--- src/source/image_pkg.sv ---
// Image capture package with data widths, host opcodes and packer states.
package image_pkg;

    parameter int PIXEL_WIDTH = 8;  // One pixel is one byte.
    parameter int WORD_WIDTH  = 32; // A buffer word holds four pixel bytes.

    // Host command opcodes.
    typedef enum logic [1:0] {
        OP_NOP       = 2'd0, // No operation.
        OP_START     = 2'd1, // Arm a capture and clear the done flag.
        OP_SET_ADDR  = 2'd2, // Load the read pointer from the command data.
        OP_READ_NEXT = 2'd3  // Step the read pointer by one byte.
    } host_op_t;

    // Pixel packer states.
    typedef enum logic [1:0] {
        ST_IDLE       = 2'd0, // Not armed.
        ST_WAIT_FRAME = 2'd1, // Armed, waiting for the frame to start.
        ST_CAPTURE    = 2'd2, // Storing pixel bytes.
        ST_FLUSH      = 2'd3  // Writing the last partial word.
    } packer_state_t;

endpackage

--- src/source/capture_regs.sv ---
// Host command decoder that arms captures, keeps the done flag and moves the read pointer.
module capture_regs #(
    parameter int BUFFER_WORDS = 16384
) (
    input  logic                                  clock_i,
    input  logic                                  rst_n_i,

    input  logic                                  cmd_valid_i,
    input  image_pkg::host_op_t                   cmd_opcode_i,
    input  logic [15:0]                           cmd_data_i,

    input  logic                                  packer_done_i,
    output logic                                  arm_o,
    output logic                                  capture_done_o,

    output logic [$clog2(BUFFER_WORDS*4)-1:0]     read_address_o
);

    localparam int BUFFER_BYTES = BUFFER_WORDS * 4;
    localparam int ADDR_WIDTH   = $clog2(BUFFER_BYTES); // At most 16 bits for the default depth.

    logic                  start_cmd;
    logic                  arm_q;
    logic                  done_q;
    logic [ADDR_WIDTH-1:0] read_ptr_q;
    logic [ADDR_WIDTH-1:0] read_ptr_next;

    assign start_cmd = cmd_valid_i && (cmd_opcode_i == image_pkg::OP_START);

    // The pointer wraps back to zero at the end of the buffer.
    assign read_ptr_next = (read_ptr_q == ADDR_WIDTH'(BUFFER_BYTES - 1)) ? '0
                                                                          : read_ptr_q + 1'b1;

    always_ff @(posedge clock_i or negedge rst_n_i) begin
        if (!rst_n_i) begin
            arm_q      <= 1'b0;
            done_q     <= 1'b0;
            read_ptr_q <= '0;
        end else begin
            arm_q <= start_cmd; // Arm pulse follows the accepted start by one cycle.

            // A new start wins over a done from the capture it replaces.
            if (start_cmd) begin
                done_q <= 1'b0;
            end else if (packer_done_i) begin
                done_q <= 1'b1; // Sticky until the next start.
            end

            if (cmd_valid_i) begin
                unique case (cmd_opcode_i)
                    image_pkg::OP_SET_ADDR: begin
                        read_ptr_q <= cmd_data_i[ADDR_WIDTH-1:0];
                    end
                    image_pkg::OP_READ_NEXT: begin
                        read_ptr_q <= read_ptr_next;
                    end
                    image_pkg::OP_START,
                    image_pkg::OP_NOP: begin
                        read_ptr_q <= read_ptr_q; // Pointer holds.
                    end
                    default: begin
                        read_ptr_q <= read_ptr_q;
                    end
                endcase
            end
        end
    end

    assign arm_o          = arm_q;
    assign capture_done_o = done_q;
    assign read_address_o = read_ptr_q;

endmodule

--- config.mk ---
export PLATFORM = sky130hd
export DESIGN_NAME = capture_regs
export DESIGN_NICKNAME = d
export VERILOG_FILES = /design/src/source/image_pkg.sv /design/src/source/capture_regs.sv
export SDC_FILE = /design/constraint.sdc
export NUM_CORES = 1
export LEC_CHECK = 0
export BUFFER_PORTS_ARGS = -buffer_cell sky130_fd_sc_hd__buf_2
export CAP_MARGIN = 20
export CELL_PAD_IN_SITES_DETAIL_PLACEMENT = 1
export CELL_PAD_IN_SITES_GLOBAL_PLACEMENT = 2
export CORE_MARGIN = 2
export CORE_UTILIZATION = 28
export CTS_CLUSTER_DIAMETER = 60
export DETAILED_ROUTE_END_ITERATION = 12
export PLACE_DENSITY = 0.76
export SYNTH_ARGS = -nofsm -noshare
export SYNTH_HDL_FRONTEND = slang
export SYNTH_SLANG_ARGS = --single-unit
export TNS_END_PERCENT = 20
--- constraint.sdc ---
create_clock -name clock_i -period 2.3 [get_ports clock_i]
set_input_delay 0.345 -clock clock_i [delete_from_list [all_inputs] [get_ports clock_i]]
set_output_delay 0.345 -clock clock_i [all_outputs]
set_load 0.01 [all_outputs]
==> Word-level counts from Yosys, hierarchy flattened <==
Cells that the tools add are included.
{ "totals": {"register_bits": 18, "latch_bits": 0, "ramBits": 0, "romBits": 0, "in_bits": 22, "output_inout_bits": 18, "mem_count": 0} }
{ "classes": {"n_addsub": 1, "n_mul": 0, "n_div": 0, "order_cmp": 0, "n_eq_ne": 4, "n_shift": 0, "n_mux": 4, "n_bitwise": 1, "n_reduce_logical": 5} }
{ "op_table": {"columns": ["op", "count"], "rows": [
  ["one-hot mux 16 bit (2 select lines)", 1],
  ["adder 16 x 1 -> 16 bit (second input constant)", 1],
  ["== test 16 bit (second input constant)", 1],
  ["two-way mux 16 bit", 1],
  ["== test 2 bit (second input constant)", 2],
  ["== test 2 x 1 -> 1 bit (second input constant)", 1],
  ["logical NOT 2 bit", 1],
  ["two-way mux 1 bit", 2],
  ["AND reduction 2 bit", 1],
  ["nonzero test 2 bit", 1],
  ["OR reduction 2 bit", 1],
  ["logical AND 1 bit", 1],
  ["NOT 1 bit", 1]
]} }

==> Depth between registers and ports, before layout <==
{ "logic_depth": {"depth_word": 4, "depth_mapped": 6, "mapped_depth_nobuf": 5} }

==> Worst setup path before layout <==
No wires, ideal clock.
{ "synth_path": {"path_type": "register -> register", "from": "register read_ptr_q[0], in the netlist read_address_o[0]", "to": "register read_ptr_q[14], in the netlist read_address_o[14]", "setup_ns": 0.131, "arrival_ns": 1.513, "t_required_ns": 2.169, "slack_ns": 0.656, "path_stages_with_launch": 7, "period_less_slack_ns": 1.644, "path_cell_list": "dfrtp_1 -> ha_1 -> and3_1 -> buf_2 -> and4_1 -> a311oi_1 -> a211oi_1"} }
{ "synth_between": {"elab_chain_len": 3} }
{ "synth_rtl": {"columns": ["item", "line_no", "text"], "rows": [
  ["start: declaration", "capture_regs.sv:25", "logic [ADDR_WIDTH-1:0] read_ptr_q;"],
  ["start signal: assignment", "capture_regs.sv:52", "read_ptr_q <= cmd_data_i[ADDR_WIDTH-1:0];"],
  ["start signal: assignment", "capture_regs.sv:55", "read_ptr_q <= read_ptr_next;"],
  ["start signal: assignment", "capture_regs.sv:59", "read_ptr_q <= read_ptr_q;"],
  ["adder 16 x 1 -> 16 bit / == test 16 bit (equally long branches)", "capture_regs.sv:32, capture_regs.sv:31", null],
  ["two-way mux 16 bit (*)", "capture_regs.sv:31", "assign read_ptr_next = (read_ptr_q == ADDR_WIDTH'(BUFFER_BYTES - 1)) ? '0"],
  ["one-hot mux 16 bit (2 select lines) (*)", "capture_regs.sv:50", "unique case (cmd_opcode_i)"]
]} }
Mark *: on every way between the ends. The rest lies on a longest branch, timed or not.
A chain may end at the register's enable or synchronous reset.

==> Worst setup path after layout <==
{ "layout_path": {"from": "register read_ptr_q[0], in the netlist read_address_o[0]", "to": "register read_ptr_q[13], in the netlist read_address_o[13]"} }
Same word-level chain as after synthesis.

==> results.json <==
{
  "dpl_cell_area_sq_um": 1400,
  "startpoint_type": "flop",
  "worst_ep_arrival_time_ns": 1.98,
  "h-tree-depth": 1,
  "fillers": 488,
  "globalplace.congestion": 0.763,
  "timing.hold.ws_ns": 0.0159,
  "path_cells": "ha_1, and3_1, nand4_4, o21ai_4, o21ai_0",
  "critPathCaptureType": "flop",
  "die_h_um": 68.6,
  "cp.buffers_inverters": 0,
  "cts.sinks": 18,
  "ctsHoldBuffers": 0,
  "drt_wl_total_um": 3630,
  "hold_violations": 0,
  "required_ns": 2.44,
  "grt_max_degree": 19,
  "p_per_area_nw_per_um2": 662,
  "ctsLongestPathBuffers": 2,
  "finalCritPeriodShare_pct": 80.4,
  "dp_cells": 214,
  "num_rows": 23,
  "ctsRootBufferMaster": "clkbuf_8",
  "cpPeakStageDelay_ns": 0.42,
  "slew-limit-headroom_pct": 70.4,
  "crit_slowest_cell": "dfrtp_1",
  "syn_inst": 131,
  "drtIter0Drc": 34,
  "grt_overflow": 0,
  "synth_seq_cells": 18,
  "synth_cell_types": 39,
  "num_antenna_cells": 0,
  "drt-pass1-iter-count": 4,
  "vias": 1153,
  "wl_per_cell_um": 16.7,
  "hpwl_um": 2690,
  "skew_ns": 0.00611,
  "grt_pass1_vias": 1169,
  "initial_core_util_pct": 29.2,
  "ys_warn_count": 0,
  "tns_ns": 0,
  "worst_pin_slew_ns": 0.444,
  "synthesis.area_per_instance_sq_um": 8.92,
  "fin_cells": 217,
  "ys_seq_area_share_pct": 38.5,
  "clk_pin_slew_ns": 0.08,
  "power.leakage_nw": 0.678,
  "rsz0062_at_grt": "no",
  "nets": 192,
  "crit_fanout": 9,
  "crit_type": "reg2reg",
  "syn_to_final_growth_pct": 23.0,
  "io_pins": 40,
  "cts_tree": "built",
  "synth_edf_count": 0,
  "netlist_area_sq_um": 1170,
  "port-buffer-count": 39,
  "clock.fmax_mhz": 541,
  "outcome": "complete, no violations",
  "fp.dieArea_sq_um": 4710,
  "numCtsBuffers": 3,
  "synth_ff_type": "dfrtp_1",
  "final_cell_area_sq_um": 1440,
  "grt_first_pass_wirelength_um": 5860,
  "vias_per_cell": 5.31,
  "insertion_delay_ns": 0.26,
  "drtAntennaViolNets": 0,
  "drc": 0,
  "layout-drive-gt1-share_pct": 31.1,
  "setup_viol": 0,
  "min_period_ns": 1.85,
  "slew_viol_final": 0,
  "antenna_found_initial": 0,
  "hp-class": "in2async",
  "core_sq_um": 4000,
  "synthArstFlopShare_pct": 100,
  "cp_top_family": "simple AND/OR/NAND/NOR gates",
  "cts_resized": 0,
  "postCtsSetupBuffers": 0,
  "die_x_um": 68.6,
  "ir_drop_mv": 0.248,
  "grt_usage_pct": 17.0,
  "syn-num-nets": 154,
  "max-cap-violations": 0
}
## worst reg2reg max path, cell delays in order (launching register included)
cell	delay (ns)
dfrtp_1	0.42
ha_1	0.24
and3_1	0.36
nand4_4	0.19
o21ai_4	0.36
o21ai_0	0.16
## logic make-up (layout without fill, tap and decap cells)
group / after synthesis / count (layout) / share of synthesized area (%)
AO/OA/AOI/OAI: 40 / 40 / 22.6
adder cells (fa/ha/maj): 1 / 1 / 1.07
buffers and inverters: 9 / 45 / 4.18
flip-flops: 18 / 18 / 38.5
multiplexers: 5 / 5 / 4.28
AND/OR/NAND/NOR: 58 / 58 / 29.3
## state kept, by name (all words and copies together), names as in the netlist
| signal | flops |
|---|---|
| arm_o | 1 |
| capture_done_o | 1 |
| read_address_o | 16 |
## cells in the mapped netlist (3+ instances only)
cell type / instances / area (sq um)
nand3_1: 6 / 30.0
and4_1: 3 / 26.3
nand4_1: 3 / 18.8
clkbuf_1: 3 / 11.3
o21ai_0: 12 / 60.1
a22oi_1: 3 / 22.5
dfrtp_1: 18 / 450
mux2i_1: 5 / 50.1
buf_2: 3 / 15.0
nor2_1: 13 / 48.8
a21oi_1: 9 / 45.0
and3_1: 10 / 62.6
nand2_1: 11 / 41.3
a31oi_1: 3 / 18.8
## cell usage in the layout, fill, tap and decap left out, drive strengths merged, types with 2 or more instances in the layout
master / n
a22oi: 3
buf: 41
mux2i: 5
nand3: 7
dfrtp: 18
and3: 10
or3: 2
nand2: 12
clkbuf: 3
nand4: 4
a32oi: 2
and4: 4
o22ai: 2
and2: 3
a21oi: 9
o21ai: 13
a31oi: 3
nor2: 13
## routing by layer
layer / GRT usage (%) / part of all wire [%]
met5: 0 / 0
met4: 4.50 / 0.61
met3: 2.76 / 3.0
met2: 29.0 / 49
met1: 22.0 / 48
## path summary, 6_finish.rpt
kind                                         from                 end  slack (ns)  cells past startpoint
worst min register to register     capture_done_o      capture_done_o        0.49                      2
worst max-delay path            read_address_o[0]  read_address_o[13]        0.45                      5
min in group clock_i                packer_done_i      capture_done_o        0.30                      3
worst max register to register  read_address_o[0]  read_address_o[13]        0.45                      5
worst min-delay path                      rst_n_i  read_address_o[14]        0.02                      1
max in group asynchronous                 rst_n_i   read_address_o[6]        1.98                      1
## metrics by stage
step	util, %	worst slack (ns)	power [mW]
after global placement	34.9	0.549	0.710
after global routing	35.9	0.312	1.01
final	35.9	0.451	0.951
after floorplan	-	0.656	0.595
after CTS	35.9	0.430	0.959
after detailed placement	34.9	0.437	0.722
## power by group
group	leakage [nW]	internal, mW	switching (mW)
Sequential	0.216	0.370	0.0860
Clock	0.0216	0.117	0.121
Combinational	0.440	0.115	0.141
Total	0.678	0.602	0.349
## final cells by class
cell class	instances	area, sq um	share of cell area, %
clock buffers	3	41.3	2.87
inverters	1	3.75	0.261
multi-input cells	104	669	46.6
flip-flops and latches	18	450	31.3
well taps	50	62.6	4.35
repair buffers	41	210	14.6
(Power assumes the default switching activity.)
