File: src/source/image_pkg.sv
// Image capture package with data widths, host opcodes and packer states.
package image_pkg;

    parameter int PIXEL_WIDTH = 8;  // One pixel is one byte.
    parameter int WORD_WIDTH  = 32; // A buffer word holds four pixel bytes.

    // Host command opcodes.
    typedef enum logic [1:0] {
        OP_NOP       = 2'd0, // No operation.
        OP_START     = 2'd1, // Arm a capture and clear the done flag.
        OP_SET_ADDR  = 2'd2, // Load the read pointer from the command data.
        OP_READ_NEXT = 2'd3  // Step the read pointer by one byte.
    } host_op_t;

    // Pixel packer states.
    typedef enum logic [1:0] {
        ST_IDLE       = 2'd0, // Not armed.
        ST_WAIT_FRAME = 2'd1, // Armed, waiting for the frame to start.
        ST_CAPTURE    = 2'd2, // Storing pixel bytes.
        ST_FLUSH      = 2'd3  // Writing the last partial word.
    } packer_state_t;

endpackage

File: src/source/pixel_packer.sv
// Frame capture FSM that packs pixel bytes into buffer words and counts stored bytes.
module pixel_packer #(
    parameter int BUFFER_WORDS = 16384
) (
    input  logic                                  clock_i,
    input  logic                                  rst_n_i,

    input  logic                                  arm_i,
    input  logic                                  frame_valid_i,
    input  logic                                  pixel_valid_i,
    input  logic [image_pkg::PIXEL_WIDTH-1:0]     pixel_data_i,

    output logic                                  write_enable_o,
    output logic [$clog2(BUFFER_WORDS)-1:0]       write_address_o,
    output logic [image_pkg::WORD_WIDTH-1:0]      write_data_o,

    output logic                                  done_o,
    output logic                                  busy_o,
    output logic [$clog2(BUFFER_WORDS*4):0]       byte_count_o
);

    localparam int BUFFER_BYTES = BUFFER_WORDS * 4;
    localparam int WADDR_WIDTH  = $clog2(BUFFER_WORDS);
    localparam int COUNT_WIDTH  = $clog2(BUFFER_BYTES) + 1;
    localparam int PART_WIDTH   = image_pkg::WORD_WIDTH - image_pkg::PIXEL_WIDTH;

    image_pkg::packer_state_t state_q, state_d;

    logic                                frame_q;
    logic [1:0]                          lane_q;
    logic [PART_WIDTH-1:0]               word_q;
    logic [WADDR_WIDTH-1:0]              word_address_q;
    logic [COUNT_WIDTH-1:0]              byte_count_q;
    logic                                write_enable_q;
    logic [WADDR_WIDTH-1:0]              write_address_q;
    logic [image_pkg::WORD_WIDTH-1:0]    write_data_q;
    logic                                frame_rise;
    logic                                frame_fall;
    logic                                full;
    logic                                store;
    logic                                word_done;
    logic                                flush_write;

    assign frame_rise = frame_valid_i && !frame_q;
    assign frame_fall = !frame_valid_i && frame_q;
    assign full       = (byte_count_q == COUNT_WIDTH'(BUFFER_BYTES)); // Extra bytes are dropped.

    // A pixel in the first cycle of the frame is kept as well.
    assign store = pixel_valid_i && frame_valid_i && !full && !arm_i &&
                   ((state_q == image_pkg::ST_CAPTURE) ||
                    ((state_q == image_pkg::ST_WAIT_FRAME) && frame_rise));
    assign word_done   = store && (lane_q == 2'd3);
    assign flush_write = (state_q == image_pkg::ST_FLUSH) && (lane_q != 2'd0);

    always_comb begin
        state_d = state_q;
        if (arm_i) begin
            state_d = image_pkg::ST_WAIT_FRAME; // Re-arming restarts the capture.
        end else begin
            case (state_q)
                image_pkg::ST_IDLE:       state_d = image_pkg::ST_IDLE;
                image_pkg::ST_WAIT_FRAME: if (frame_rise) state_d = image_pkg::ST_CAPTURE;
                image_pkg::ST_CAPTURE:    if (frame_fall) state_d = image_pkg::ST_FLUSH;
                image_pkg::ST_FLUSH:      state_d = image_pkg::ST_IDLE;
                default:                  state_d = image_pkg::ST_IDLE;
            endcase
        end
    end

    always_ff @(posedge clock_i or negedge rst_n_i) begin
        if (!rst_n_i) begin
            state_q        <= image_pkg::ST_IDLE;
            frame_q        <= 1'b0;
            lane_q         <= 2'd0;
            word_address_q <= '0;
            byte_count_q   <= '0;
            write_enable_q <= 1'b0;
        end else begin
            state_q        <= state_d;
            frame_q        <= frame_valid_i;
            write_enable_q <= word_done || flush_write; // Buffer writes on the next falling edge.
            if (arm_i) begin
                lane_q         <= 2'd0;
                word_address_q <= '0;
                byte_count_q   <= '0;
            end else if (store) begin
                lane_q       <= lane_q + 2'd1;
                byte_count_q <= byte_count_q + 1'b1;
                if (lane_q == 2'd3) begin
                    word_address_q <= word_address_q + 1'b1;
                end
            end
        end
    end

    // Lane 0 clears the upper lanes so a flushed partial word is zero padded.
    always_ff @(posedge clock_i) begin
        if (store) begin
            case (lane_q)
                2'd0: word_q <= PART_WIDTH'(pixel_data_i);
                2'd1: word_q[image_pkg::PIXEL_WIDTH +: image_pkg::PIXEL_WIDTH] <= pixel_data_i;
                2'd2: word_q[2*image_pkg::PIXEL_WIDTH +: image_pkg::PIXEL_WIDTH] <= pixel_data_i;
                default: word_q <= word_q;
            endcase
        end
        if (word_done) begin
            write_data_q    <= {pixel_data_i, word_q};
            write_address_q <= word_address_q;
        end else if (flush_write) begin
            write_data_q    <= {{image_pkg::PIXEL_WIDTH{1'b0}}, word_q};
            write_address_q <= word_address_q;
        end
    end

    assign write_enable_o  = write_enable_q;
    assign write_address_o = write_address_q;
    assign write_data_o    = write_data_q;
    assign done_o          = (state_q == image_pkg::ST_FLUSH) && !arm_i;
    assign busy_o          = (state_q != image_pkg::ST_IDLE);
    assign byte_count_o    = byte_count_q;

endmodule

File: config.mk
export PLATFORM = sky130hd
export DESIGN_NAME = pixel_packer
export DESIGN_NICKNAME = d
export VERILOG_FILES = /design/src/source/image_pkg.sv /design/src/source/pixel_packer.sv
export SDC_FILE = /design/constraint.sdc
export NUM_CORES = 1
export LEC_CHECK = 0
export ABC_AREA = 1
export BUFFER_PORTS_ARGS = -buffer_cell sky130_fd_sc_hd__clkbuf_2
export CAP_MARGIN = 20
export CELL_PAD_IN_SITES_DETAIL_PLACEMENT = 1
export CELL_PAD_IN_SITES_GLOBAL_PLACEMENT = 1
export CORE_AREA = 3 3 115 117
export DETAILED_ROUTE_END_ITERATION = 10
export DIE_AREA = 0 0 118 120
export PLACE_DENSITY_LB_ADDON = 0.1
export SYNTH_ARGS = -nofsm -noshare
export SYNTH_HDL_FRONTEND = slang
export SYNTH_SLANG_ARGS = --single-unit
File: constraint.sdc
create_clock -name clock_i -period 4.7 [get_ports clock_i]
set_clock_uncertainty 0.1 [all_clocks]
set_input_delay 0.47 -clock clock_i [delete_from_list [all_inputs] [get_ports clock_i]]
set_output_delay 0.47 -clock clock_i [all_outputs]
set_load 0.1 [all_outputs]
# Yosys cells after proc, flatten, opt, wreduce, memory -nomap -nowiden
# Cells that the tools add are included.
[op_classes] addsub=3 n_reduce_logical=31 eq_ne=9 muxes=17
[ops] op="14-bit two-way mux" n=5
[ops] op="32-bit two-way mux" n=2
[ops] op="17-bit two-way mux" n=2
[ops] op="8-bit one-hot mux with 2 select lines" n=2
[ops] op="17-bit by 1-bit adder with 17-bit output (second input constant)" n=1
[ops] op="17-bit equality test (second input constant)" n=1
[ops] op="14-bit by 1-bit adder with 14-bit output (second input constant)" n=1
[ops] op="2-bit nonzero test" n=7
[ops] op="1-bit logical AND" n=10
[ops] op="2-bit two-way mux" n=5
[ops] op="2-bit AND reduction" n=5
[ops] op="2-bit equality test (second input constant)" n=4
[ops] op="3-bit != test (second input constant)" n=2
[ops] op="2-bit one-hot mux with 3 select lines" n=1
[ops] op="2-bit by 1-bit equality test with 1-bit output (second input constant)" n=2
[ops] op="1-bit logical NOT" n=4
[ops] op="2-bit logical NOT" n=2
[ops] op="2-bit by 1-bit adder with 2-bit output (second input constant)" n=1
[ops] op="1-bit logical OR" n=2
[ops] op="2-bit OR reduction" n=1
[word_totals] regBits=107 elab_cells=71

# Longest topological paths before layout
[depth] ltp_word=7 depth_mapped=13 depth_no_buf=12

# Worst setup path before layout
# Ideal clock, no wire load.
[synth_path] path_kind="register to register" from="register lane_q[0]" to="register write_address_q[0], in the netlist write_address_o[0] (enable)" synth_period_minus_slack_ns=4.582 arrival_time_ns=3.966 stages_incl_launch_ff=4 setup_time_ns=0.515 setup_slack_ns=0.118 path_cell_list="dfrtp_1 -> inv_1 -> ha_1 -> o21ai_0"
[synth_via] elab_chain_len=3 word_cells_on_any_way=5 cone_classes="1 x eq/ne; 4 x reduce/logical"
[synth_lines] element="start, declared" line="pixel_packer.sv:30" text="logic [1:0] lane_q;"
[synth_lines] element="start signal, assigned" line="pixel_packer.sv:87" text="lane_q <= lane_q + 2'd1;"
[synth_lines] element="2-bit equality test / 2-bit nonzero test (equally long branches)" line="pixel_packer.sv:52, pixel_packer.sv:53"
[synth_lines] element="1-bit logical AND (on tied branches)" line="pixel_packer.sv:52, pixel_packer.sv:53"
[synth_lines] element="2-bit nonzero test (no source line) (*)"
[synth_lines] element="end signal, assigned" line="pixel_packer.sv:108" text="write_address_q <= word_address_q;"
[synth_lines] element="end signal, assigned" line="pixel_packer.sv:111" text="write_address_q <= word_address_q;"
[synth_lines] element="end, declared" line="pixel_packer.sv:35" text="logic [WADDR_WIDTH-1:0] write_address_q;"
# Every way passes the cells marked *; elsewhere a longest branch is shown, timed or not.
# A chain may end at the register's enable or synchronous reset.

# Final worst setup path
[layout_path] from="input port arm_i" to="register write_address_q[8], in the netlist write_address_o[8] (enable)"
[layout_via] elab_chain_len=5
[layout_lines] element="start, declared" line="pixel_packer.sv:8" text="input logic arm_i,"
[layout_lines] element="1-bit logical NOT" line="pixel_packer.sv:49" text="assign store = pixel_valid_i && frame_valid_i && !full && !arm_i &&"
[layout_lines] element="1-bit logical AND (2 in a row)" line="pixel_packer.sv:49"
[layout_lines] element="1-bit logical AND" line="pixel_packer.sv:52" text="assign word_done = store && (lane_q == 2'd3);"
[layout_lines] element="2-bit nonzero test (no source line)"
# No other way between the ends.

==> impl_metrics.env <==
export IMPL_final_nets=578
export IMPL_ctsResizeCount=0
export IMPL_cp_start_kind="input pin"
export IMPL_overflow=0
export IMPL_drt_pass1_iterations=4
export IMPL_syn_num_nets=498
export IMPL_cp_cell_sequence="clkbuf_2 -> inv_4 -> nand3_1 -> inv_1 -> nand2_1 -> inv_2 -> nand3_4 -> o21ai_4 -> buf_4"
export IMPL_wl_mm=10.8
export IMPL_synthAdderAreaFrac_pct=3.14
export IMPL_status="finished clean"
export IMPL_cpPeakStageDelay_ns=0.49
export IMPL_synth_top_cells_by_count="nand2_1, edfxtp_1, nor2_1"
export IMPL_grt_busiest_layer="met2"
export IMPL_slowest_stage="buf_4"
export IMPL_cp_required_ns=4.58
export IMPL_std_cell_rows=41
export IMPL_yosysWarningCount=0
export IMPL_drtAntennaViolNets=0
export IMPL_grt_pass1_wl_mm=18.3
export IMPL_initial_core_util_pct=38.4
export IMPL_antenna_cells=0
export IMPL_synthMuxAreaShare_pct=0
export IMPL_fp_dieH_um=120
export IMPL_syn_avg_cell_area_um2=10.1
export IMPL_drv_cap=0
export IMPL_portBuffers=78
export IMPL_slew_viol_final=0
export IMPL_antenna_found_initial=0
export IMPL_fillCellCount=1463
export IMPL_grt_max_degree=40
export IMPL_arrival_ns=2.61
export IMPL_cts_buffers=9
export IMPL_relSlewSlack_pct=41.4
export IMPL_synthesis_area_um2=4780
export IMPL_drive_gt1_share_pct=18.8
export IMPL_synth_top_family_by_area="simple AND/OR/NAND/NOR gates"
export IMPL_p_per_area_nw_per_um2=362
export IMPL_worstSetupPathType="input pin to flop"
export IMPL_period_share_pct=58.1
export IMPL_ys_types=30
export IMPL_synthCells=473
export IMPL_min_period_ns=2.73
export IMPL_finalSetupTns_ns=0
export IMPL_async_reset_ff_share_pct=34.6
export IMPL_synth_compound_area_share_pct=2.25
export IMPL_clock_latency_ns=0.35
export IMPL_synth_edff_count=70
export IMPL_grt_met3_usage_pct=2.78
export IMPL_yosysSeqAreaShare_pct=63.3
export IMPL_hold_violations=0
export IMPL_grt_use_met2_pct=27.4
export IMPL_cts_tree="built"
export IMPL_grt_pass1_vias=3544
export IMPL_synth_xor_area_share_pct=2.38
export IMPL_synthSimpleGateAreaFrac_pct=22.7
export IMPL_setup_viol=0
export IMPL_area_growth_pct=17.8
export IMPL_synth_area_leader_cell="edfxtp_1"
export IMPL_p_total_mw=2.04
export IMPL_max_freq_mhz=366
export IMPL_cts_num_sinks=107
export IMPL_place_congestion=0.800
export IMPL_rsz0062_at_grt="false"
export IMPL_cellLeakagePower_nw=2.58
export IMPL_cts_htree_levels=3
export IMPL_wl_per_cell_um=14.8
export IMPL_die_w_um=118
export IMPL_cp_max_fo=39
export IMPL_drt_iter0_markers=131
export IMPL_clockRootBuffer="clkbuf_16"
export IMPL_grtUsageTotal_pct=16.3
export IMPL_crit_path_end_kind="flop"
export IMPL_cts_reportedPaths_clkPinSlew_ns=0.07
export IMPL_coreArea_um2=12500
export IMPL_min_path_type="input pin to flop"
export IMPL_use_met1_pct=21.2
export IMPL_via_per_inst=4.68
export IMPL_synth_flop_cell="edfxtp_1"
export IMPL_num_io_pins=79
export IMPL_post_cts_buffers=0
export IMPL_ir_worst_vdd_mv=0.260
export IMPL_place_hpwl_mm=7.63
export IMPL_drc_errors=0
export IMPL_die_area_um2=14200
export IMPL_vias=3413
export IMPL_synthTopCellsByArea="edfxtp_1, dfrtp_1, nand2_1"
export IMPL_clockBufferDepth=2
export IMPL_synth_top_area_share_pct=44.0
export IMPL_yosysMostFrequentCell="nand2_1"
export IMPL_worst_slew_pin_slew_ns=0.876
export IMPL_synth_ff_latch_count=107
==> registers in the layout, indices dropped and copies added, names as in the netlist <==
register / count
write_data_o: 32
write_enable_o: 1
word_address_q: 14
state_q: 2
frame_q: 1
lane_q: 2
word_q: 24
byte_count_o: 17
write_address_o: 14
==> layout by cell type, fill, tap and decap left out, types with 2 or more instances in the layout <==
cell type,n
clkbuf_2,78
inv_1,52
dfrtp_1,37
ha_1,12
nand4_1,15
xnor2_1,2
edfxtp_1,70
o21ai_0,8
nand2_4,2
nand2_2,2
nand2_1,135
nand3_1,33
xor2_1,11
o21bai_1,4
nor2_1,67
inv_6,3
clkinv_4,2
clkbuf_1,2
clkbuf_16,9
==> area by class of cell <==
type | instances | area, um^2 | area share [%]
Timing Repair Buffer | 81 | 428 | 7.60
Clock buffer | 11 | 233 | 4.13
Inverter | 55 | 214 | 3.80
Multi-Input combinational cell | 299 | 1470 | 26.0
Tap cell | 172 | 215 | 3.82
Sequential cell | 107 | 3030 | 53.8
Clock inverter | 5 | 46.3 | 0.822
==> per-stage QoR <==
stage | cells | hold WS [ns] | util, % | instance area [um^2] | setup slack [ns]
3_3_place_gp | 712 | 0.301 | 42.7 | 5320 | 1.65
5_1_grt | 730 | 0.194 | 45.2 | 5630 | 1.70
4_1_cts | 728 | 0.185 | 44.9 | 5600 | 1.94
3_5_place_dp | 712 | 0.305 | 42.7 | 5320 | 1.57
6_report | 730 | 0.199 | 45.2 | 5630 | 1.97
2_1_floorplan | 473 | 0.0744 | - | 4780 | 0.118
==> worst max-delay path: cells and delay by family <==
family	cells	cell delay, ns
AOI/OAI and AO/OA	1	0.26
buffers and inverters	5	1.33
and+or+nand+nor	3	0.51
==> metal layers <==
| metal | vias up | wire length (um) |
|---|---|---|
| met5 | - | 0 |
| met1 | 1648 | 5070 |
| met3 | 13 | 328 |
| li1 | 1690 | - |
| met4 | 0 | 204 |
| met2 | 62 | 5220 |
==> report_power, final <==
part / total, mW / switching [mW] / leakage [nW] / internal, mW
clock: 0.724 / 0.354 / 0.137 / 0.370
combinational: 0.265 / 0.218 / 1.30 / 0.0470
sequential: 1.05 / 0.0157 / 1.14 / 1.03
total: 2.04 / 0.587 / 2.58 / 1.45
==> cells by family after synthesis <==
group | count (synthesis)
adders and majority gates | 12
xor gates and xnor gates | 13
DFF | 107
AOI/OAI and AO/OA | 17
buffers and inverters | 67
and+or+nand+nor | 257
==> timing repair <==
action	in CTS	in global routing
setup endpoints to repair	0	0
endpoints found under the hold margin	0	11
hold buffers	0	1
==> final timing paths <==
check	cells past startpoint	end	from	slack [ns]
worst min register to register	0	write_data_o[12]	word_q[12]	0.32
worst max register to register	9	write_address_o[8]	state_q[1]	2.11
max in group asynchronous	3	byte_count_o[7]	rst_n_i	3.58
worst min-delay path	1	frame_q	frame_valid_i	0.20
min in group asynchronous	2	word_address_q[9]	rst_n_i	0.46
worst max-delay path	9	write_address_o[8]	arm_i	1.97
Note: power is estimated with default switching activity, not from simulation.
